$ cat src/hdl/fetch_pkg.sv
`default_nettype none

package fetch_pkg;

    typedef logic [31:0] addr_t;
    typedef logic [31:0] inst_t;
    typedef logic [7:0]  inst_id_t;

    // rv32 major opcodes seen by predecode
    localparam logic [6:0] op_jal    = 7'b1101111;
    localparam logic [6:0] op_branch = 7'b1100011;

    // one queue slot, 72 bits
    typedef struct packed {
        addr_t    addr;
        inst_t    inst;
        inst_id_t inst_id;
    } fetch_entry_t;

endpackage

`default_nettype wire

$ cat src/hdl/branch_counter_table.sv
`timescale 1ns/1ns
`default_nettype none

module branch_counter_table import fetch_pkg::*; #(
    parameter int bht_index_bits = 6
) (
    input  wire                          clk,
    input  wire                          reset,
    input  wire [bht_index_bits+1:2]     lookup_pc,
    input  wire                          br_update_valid,
    input  wire addr_t                   br_update_pc,
    input  wire                          br_update_taken,
    output logic                         pred_taken
);

    localparam int entries = 2 ** bht_index_bits;

    logic [1:0] counters [entries];

    logic [bht_index_bits-1:0] upd_index;
    logic [1:0]                upd_value;
    logic                      upd_saturated;

    assign upd_index = br_update_pc[bht_index_bits+1:2];
    assign upd_value = counters[upd_index];

    // taken at 2 and 3
    assign pred_taken = counters[lookup_pc][1];

    // counter already at the end it is moving toward
    assign upd_saturated = br_update_taken ? (upd_value == 2'd3) : (upd_value == 2'd0);

    always_ff @(posedge clk) begin
        if (reset) begin
            // weakly not-taken
            for (int i = 0; i < entries; i++) begin
                counters[i] <= 2'd1;
            end
        end else if (br_update_valid && !upd_saturated) begin
            if (br_update_taken) begin
                counters[upd_index] <= upd_value + 2'd1;
            end else begin
                counters[upd_index] <= upd_value - 2'd1;
            end
        end
    end

endmodule

`default_nettype wire

$ cat src/hdl/fetch_pc_stage.sv
`timescale 1ns/1ns
`default_nettype none

module fetch_pc_stage import fetch_pkg::*; #(
    parameter addr_t reset_addr  = 32'h0,
    parameter int    queue_depth = 8
) (
    input  wire                         clk,
    input  wire                         reset,

    input  wire                         redirect_valid,
    input  wire addr_t                  redirect_addr,

    output logic                        mem_req_valid,
    output addr_t                       mem_req_addr,
    input  wire                         mem_req_ready,
    input  wire                         mem_resp_valid,

    input  wire                         pred_redirect,
    input  wire addr_t                  pred_target,
    input  wire [$clog2(queue_depth):0] queue_count,

    output addr_t                       resp_pc,
    output logic                        resp_accept
);

    addr_t pc;
    addr_t req_pc;
    addr_t next_pc;
    logic  busy;
    logic  discard;
    logic  req_fire;
    logic  resp_done;

    // a request is only issued while idle, so the in-flight slot is free here
    assign mem_req_valid = !busy && (queue_count < queue_depth);
    assign mem_req_addr  = pc;

    assign req_fire  = mem_req_valid && mem_req_ready;
    assign resp_done = busy && mem_resp_valid;

    assign resp_accept = resp_done && !discard;
    assign resp_pc     = req_pc;

    // back end redirect, then predecode redirect, then fall through
    always_comb begin
        next_pc = pc;
        if (redirect_valid) begin
            next_pc = redirect_addr;
        end else if (resp_accept) begin
            next_pc = pred_redirect ? pred_target : req_pc + 32'd4;
        end
    end

    always_ff @(posedge clk) begin
        if (reset) begin
            pc      <= reset_addr;
            busy    <= 1'b0;
            discard <= 1'b0;
        end else begin
            pc <= next_pc;

            if (req_fire) begin
                busy <= 1'b1;
            end else if (resp_done) begin
                busy <= 1'b0;
            end

            // anything still outstanding after this edge belongs to the old path
            if (redirect_valid) begin
                discard <= req_fire || (busy && !mem_resp_valid);
            end else if (resp_done) begin
                discard <= 1'b0;
            end
        end
    end

    always_ff @(posedge clk) begin
        if (req_fire) begin
            req_pc <= pc;
        end
    end

    a_resp_only_when_busy: assert property (
        @(posedge clk) disable iff (reset)
        mem_resp_valid |-> busy
    );

    // a stalled request keeps its address until memory takes it
    a_req_addr_stable: assert property (
        @(posedge clk) disable iff (reset)
        mem_req_valid && !mem_req_ready && !redirect_valid
            |=> mem_req_valid && $stable(mem_req_addr)
    );

endmodule

`default_nettype wire

$ cat src/hdl/fetch_predecode.sv
`timescale 1ns/1ns
`default_nettype none

module fetch_predecode import fetch_pkg::*; #(
    parameter int bht_index_bits = 6
) (
    input  wire                      clk,
    input  wire                      reset,
    input  wire                      redirect_valid,
    input  wire                      resp_accept,
    input  wire addr_t               resp_pc,
    input  wire inst_t               mem_resp_data,
    input  wire                      pred_taken,

    output logic [bht_index_bits+1:2] lookup_pc,
    output logic                     pred_redirect,
    output addr_t                    pred_target,
    output logic                     entry_wvalid,
    output fetch_entry_t             entry_wdata
);

    logic [6:0] opcode;
    logic       is_jal;
    logic       is_branch;
    addr_t      imm_j;
    addr_t      imm_b;
    inst_id_t   next_id;

    assign opcode    = mem_resp_data[6:0];
    assign is_jal    = (opcode == op_jal);
    assign is_branch = (opcode == op_branch);

    // scattered immediate fields sign extended
    assign imm_j = {{11{mem_resp_data[31]}}, mem_resp_data[31], mem_resp_data[19:12],
                    mem_resp_data[20], mem_resp_data[30:21], 1'b0};
    assign imm_b = {{19{mem_resp_data[31]}}, mem_resp_data[31], mem_resp_data[7],
                    mem_resp_data[30:25], mem_resp_data[11:8], 1'b0};

    assign lookup_pc   = resp_pc[bht_index_bits+1:2];
    assign pred_target = resp_pc + (is_jal ? imm_j : imm_b);

    assign pred_redirect = resp_accept && (is_jal || (is_branch && pred_taken));

    // a word landing on the same edge as a flush never enters the queue
    assign entry_wvalid = resp_accept && !redirect_valid;

    assign entry_wdata.addr    = resp_pc;
    assign entry_wdata.inst    = mem_resp_data;
    assign entry_wdata.inst_id = next_id;

    // ids keep running across redirects
    always_ff @(posedge clk) begin
        if (reset) begin
            next_id <= '0;
        end else if (entry_wvalid) begin
            next_id <= next_id + 8'd1;
        end
    end

    // no compressed instructions, so a taken target is word aligned
    a_redirect_target_aligned: assert property (
        @(posedge clk) disable iff (reset)
        pred_redirect |-> (pred_target[1:0] == 2'b00)
    );

endmodule

`default_nettype wire

$ cat src/hdl/sync_queue.sv
`timescale 1ns/1ns
`default_nettype none

module sync_queue #(
    parameter int data_width = 72,
    parameter int depth      = 8
) (
    input  wire                     clk,
    input  wire                     reset,
    input  wire                     flush,

    input  wire                     wvalid,
    input  wire [data_width-1:0]    wdata,

    input  wire                     rready,
    output logic                    rvalid,
    output logic [data_width-1:0]   rdata,

    output logic [$clog2(depth):0]  count
);

    localparam int ptr_bits = $clog2(depth);

    logic [data_width-1:0] mem [depth];

    logic [ptr_bits-1:0] rd_ptr;
    logic [ptr_bits-1:0] wr_ptr;
    logic                do_read;
    logic                do_write;

    assign rvalid = (count != '0);
    assign rdata  = mem[rd_ptr];

    assign do_read  = rvalid && rready;
    assign do_write = wvalid && !flush;

    always_ff @(posedge clk) begin
        if (reset || flush) begin
            rd_ptr <= '0;
            wr_ptr <= '0;
            count  <= '0;
        end else begin
            // pointers wrap on their own for a power of two depth
            if (do_read) begin
                rd_ptr <= rd_ptr + 1'b1;
            end
            if (do_write) begin
                wr_ptr <= wr_ptr + 1'b1;
            end
            if (do_write && !do_read) begin
                count <= count + 1'b1;
            end else if (do_read && !do_write) begin
                count <= count - 1'b1;
            end
        end
    end

    always_ff @(posedge clk) begin
        if (do_write) begin
            mem[wr_ptr] <= wdata;
        end
    end

    // the writer reserves space before it asks, so a full queue never sees a write
    a_no_write_when_full: assert property (
        @(posedge clk) disable iff (reset)
        do_write |-> (count < depth)
    );

endmodule

`default_nettype wire

$ cat src/hdl/fetch_unit.sv
`timescale 1ns/1ns
`default_nettype none

module fetch_unit import fetch_pkg::*; #(
    parameter int    queue_depth    = 8,
    parameter addr_t reset_addr     = 32'h0,
    parameter int    bht_index_bits = 6
) (
    input  wire         clk,
    input  wire         reset,

    output logic        mem_req_valid,
    output addr_t       mem_req_addr,
    input  wire         mem_req_ready,
    input  wire         mem_resp_valid,
    input  wire inst_t  mem_resp_data,

    output logic        inst_valid,
    output addr_t       inst_addr,
    output inst_t       inst_data,
    output inst_id_t    inst_id,
    input  wire         inst_ready,

    input  wire         redirect_valid,
    input  wire addr_t  redirect_addr,

    input  wire         br_update_valid,
    input  wire addr_t  br_update_pc,
    input  wire         br_update_taken
);

    addr_t                      resp_pc;
    logic                       resp_accept;
    logic                       pred_redirect;
    addr_t                      pred_target;
    logic [bht_index_bits+1:2]  lookup_pc;
    logic                       pred_taken;
    logic                       entry_wvalid;
    fetch_entry_t               entry_wdata;
    fetch_entry_t               queue_rdata;
    logic [$clog2(queue_depth):0] queue_count;

    fetch_pc_stage #(
        .reset_addr  (reset_addr),
        .queue_depth (queue_depth)
    ) pc_stage_i (
        .clk            (clk),
        .reset          (reset),
        .redirect_valid (redirect_valid),
        .redirect_addr  (redirect_addr),
        .mem_req_valid  (mem_req_valid),
        .mem_req_addr   (mem_req_addr),
        .mem_req_ready  (mem_req_ready),
        .mem_resp_valid (mem_resp_valid),
        .pred_redirect  (pred_redirect),
        .pred_target    (pred_target),
        .queue_count    (queue_count),
        .resp_pc        (resp_pc),
        .resp_accept    (resp_accept)
    );

    fetch_predecode #(
        .bht_index_bits (bht_index_bits)
    ) predecode_i (
        .clk            (clk),
        .reset          (reset),
        .redirect_valid (redirect_valid),
        .resp_accept    (resp_accept),
        .resp_pc        (resp_pc),
        .mem_resp_data  (mem_resp_data),
        .pred_taken     (pred_taken),
        .lookup_pc      (lookup_pc),
        .pred_redirect  (pred_redirect),
        .pred_target    (pred_target),
        .entry_wvalid   (entry_wvalid),
        .entry_wdata    (entry_wdata)
    );

    branch_counter_table #(
        .bht_index_bits (bht_index_bits)
    ) counter_table_i (
        .clk             (clk),
        .reset           (reset),
        .lookup_pc       (lookup_pc),
        .br_update_valid (br_update_valid),
        .br_update_pc    (br_update_pc),
        .br_update_taken (br_update_taken),
        .pred_taken      (pred_taken)
    );

    // back end redirect also drops everything already queued
    sync_queue #(
        .data_width ($bits(fetch_entry_t)),
        .depth      (queue_depth)
    ) queue_i (
        .clk    (clk),
        .reset  (reset),
        .flush  (redirect_valid),
        .wvalid (entry_wvalid),
        .wdata  (entry_wdata),
        .rready (inst_ready),
        .rvalid (inst_valid),
        .rdata  (queue_rdata),
        .count  (queue_count)
    );

    assign inst_addr = queue_rdata.addr;
    assign inst_data = queue_rdata.inst;
    assign inst_id   = queue_rdata.inst_id;

endmodule

`default_nettype wire

$ cat config.mk
export PLATFORM = sky130hd
export DESIGN_NAME = fetch_unit
export DESIGN_NICKNAME = d
export VERILOG_FILES = /design/src/hdl/fetch_pkg.sv /design/src/hdl/branch_counter_table.sv /design/src/hdl/fetch_pc_stage.sv /design/src/hdl/fetch_predecode.sv /design/src/hdl/sync_queue.sv /design/src/hdl/fetch_unit.sv
export SDC_FILE = /design/constraint.sdc
export NUM_CORES = 1
export LEC_CHECK = 0
export ABC_CLOCK_PERIOD_IN_PS = 9200
export BUFFER_PORTS_ARGS = -buffer_cell sky130_fd_sc_hd__buf_2
export CAP_MARGIN = 40
export CORE_MARGIN = 2
export CORE_UTILIZATION = 46
export DETAILED_ROUTE_END_ITERATION = 8
export GPL_TIMING_DRIVEN = 0
export PLACE_DENSITY = 0.65
export REMOVE_ABC_BUFFERS = 1
export SLEW_MARGIN = 10
export SYNTH_ARGS = -nofsm -noshare
export SYNTH_HDL_FRONTEND = slang
export SYNTH_SLANG_ARGS = --single-unit
export TNS_END_PERCENT = 5
$ cat constraint.sdc
create_clock -name clk -period 9.2 [get_ports clk]
set_input_delay 1.84 -clock clk [delete_from_list [all_inputs] [get_ports clk]]
set_output_delay 1.84 -clock clk [all_outputs]
set_load 0.02 [all_outputs]
==> results.md <==
* Run status: finished clean
* Switching share of power at 23.25%
* Chip height at 279.8 um
* Vias in the first global route at 20.82k
* Largest net degree at the start of global routing at 69
* Met3 Resource Use GR at 4.362%
* CP endpoint kind: flop
* Largest area contributor in the netlist: edfxtp_1
* Internal at 6.098 mW
* Worst R2R Start: pc_stage_i.busy$_SDFFE_PP0P_
* Setup ws final at 3.058 ns
* PostCTS Resize Cnt at 0
* Clk_skew at 0.05192 ns
* PD cells at 195.9 nW/um^2
* Yosys reg bits at 797
* Tot Pwr at 7.945 mW
* Startpoint types: input port
* Setup violators final at 0
* Dpl ws at 2.446 ns
* Max Root-Sink Buffers at 3
* Worst-path maximum fanout at 10
* Core Area at 75570 um^2
* Comb pwr share at 7.6%
* Routed vias/inst at 5.960
* CTS Buf Count at 83
* Layout cells sized above 1 at 28.30%
* Count leader, synth: edfxtp_1
* Die width at 279.8 um
* Routed WL at 89030 um
* Worst hold path type: reg2reg
* CTS root buffer: clkbuf_16
* Post-DP Area at 37890 um^2
* Grt ovf at 0
* Syn Std Cell Area at 34980 um^2
* Fin. Hold Viols at 0
* Critical path origin: mem_resp_data[6]
* Row count at 101
* CP arrival at 6.69 ns
* Fin nets at 2555
* CTS tree: built
* Drt pass-1 iters at 5
* Area Growth Syn to Fin at 15.93%
* Post-DP HPWL at 59440 um
* Gp weighted congestion at 0.9157
* Drt first-iter violations at 1903
* DRC violations left at 0
* Hold_buf cts at 0
* Most used DFF post-synth: edfxtp_1
* Vias after detailed routing at 20.59k
* Antenna violations before repair at 4
* First-pass GRT wire length at 131300 um
* Max Slew Vio Count at 0
* IO buf count at 183
* Worst setup path class: in2reg
* Share of the synthesized area in the top cell type at 63.19%
* Total track usage at 22.58%
* N_diodes at 0
* Final Cell Area at 40550 um^2
* Post-synth ARST share at 0%
* Util after Layout at 53.66%
* Clock-pin slew on the worst setup and hold paths at 0.06 ns
* Max Fclk at 162.8 MHz
* IO Count at 210
* ANT nets after route at 0
* Worst Min Path Start: pc_stage_i.mem_req_addr[31]$_SDFFE_PP0P_
* Commonest cells post-synth: 736 x edfxtp_1, 191 x nand2_1, 173 x mux4_2
* Worst Tran Pin Value at 0.8904 ns
* Sw power at 1.847 mW
* EDFF count, synth at 736
* Synth cell types at 81
* Final worst path period need at 6.142 ns
* Sequential share of power at 51.4%
* VDD IR max at 0.1448 mV
* Final Cycle Share at 66.76%
* FF+latch area at 23330 um^2
* Worst-Skew Late Latency at 0.66 ns
* GR Layer Usage met2 at 38.01%
* H-tree levels at 3
* Critical Path RT at 9.75 ns
* GRT busiest layer: met2
* Number of max-cap violations at 0
* # fillers at 6002
* Syn Inst Count at 2167
* Syn avg cell area at 16.14 um^2
* Slew HR at 40.52%
* Post-synthesis sequential area ratio at 66.68%
* Clock sinks at 797
* Worst hold slack at 0.4248 ns
* Yosys warns at 0
* Routed length per instance at 25.77 um
* Met1 Resource Use GR at 29.72%
* Multi-input logic area at 11080 um^2
* Unrepaired setup endpoints after global routing: false
* Top cells by area, synth: edfxtp_1 63%, mux4_2 11%, dfxtp_1 3.5%
* Setup bufs post-CTS at 0
* Clock share of power at 41.0%
* Starting density of the core at 46.28%
* Leakage at 13.39 nW
* Die area at 78260 um^2
==> worst paths after layout <==
kind	endpoint	slack (ns)	depth (start not counted)
setup / recovery	pc_stage_i.mem_req_addr[17]$_SDFFE_PP0P_	3.06	16
hold / removal	pc_stage_i.resp_pc[31]$_DFFE_PP_	0.42	0
setup reg to reg	queue_i.mem[0][43]$_DFFE_PP_	4.46	15
hold reg to reg	pc_stage_i.resp_pc[31]$_DFFE_PP_	0.42	0
==> area by class of cell <==
cell class	instances	area share [%]
Clock buffer	121	5.597
Sequential cell	797	57.54
Inverter	23	0.2129
Timing Repair Buffer	278	5.341
Clock inverter	32	0.9565
Multi-Input combinational cell	1226	27.33
Tap cell	978	3.018
==> stage by stage <==
step / std cells / setup TNS, ns
floorplan: 2046 / -84.04
global placement: 3207 / -3224.77
detailed placement: 3302 / 0
CTS: 3455 / 0
global route: 3455 / 0
finish: 3455 / 0
==> cells by family after synthesis <==
kind of cell	share of synthesized area [%]
XOR/XNOR	1.753
multiplexers	14.83
flip-flops	66.68
adder cells (fa/ha/maj)	1.545
AND/OR/NAND/NOR	7.162
buffers and inverters	1.814
AO/OA/AOI/OAI	6.217
==> sequential cells by signal, summed over array words and instances (netlist names), named ones only <==
register                  cells
predecode_i.next_id           8
counter_table_i.counters    128
queue_i.count                 4
pc_stage_i.busy               1
pc_stage_i.resp_pc           32
pc_stage_i.mem_req_addr      32
queue_i.rd_ptr                3
queue_i.mem                 576
queue_i.wr_ptr                3
pc_stage_i.discard            1
==> per-layer routing <==
layer	part of all wire, %	vias up
met4	2.6	6
met5	0.044	-
met1	40	10603
li1	-	9037
met2	50	793
met3	7.6	152
==> cells in the final DEF (no fill, tap or decap), types with 44 or more instances in the layout <==
cell type	instances
nand3_1	50
mux2_2	78
nor2_1	118
clkbuf_16	83
dfxtp_1	58
buf_2	185
o21bai_1	50
nand2_1	191
o21ai_0	44
edfxtp_1	736
mux4_2	173
a21oi_1	68
==> power groups by stage <==
stage               Sequential, mW  Clock (mW)  Combinational (mW)
finish                        4.08        3.26               0.608
global route                  4.09        3.45               0.647
CTS                           4.08        3.31               0.603
detailed placement            4.16           0               0.600
global placement              4.17           0               0.562
floorplan                     4.15           0               0.360
==> worst max-delay path, cell delays in order <==
cell and delay [ns]:
buf_2 0.17, nor2b_1 0.15, nand4_1 0.47, nor2_2 0.68, buf_8 0.23, mux2_2 0.38
ha_1 0.26, fa_1 0.43, a21o_1 0.22, a311o_1 0.40, a21oi_1 0.22, o21ai_0 0.23
a311oi_1 0.39, xnor2_1 0.16, o211ai_1 0.13, a221oi_1 0.30
No activity file was read; power rests on OpenSTA's default activity.
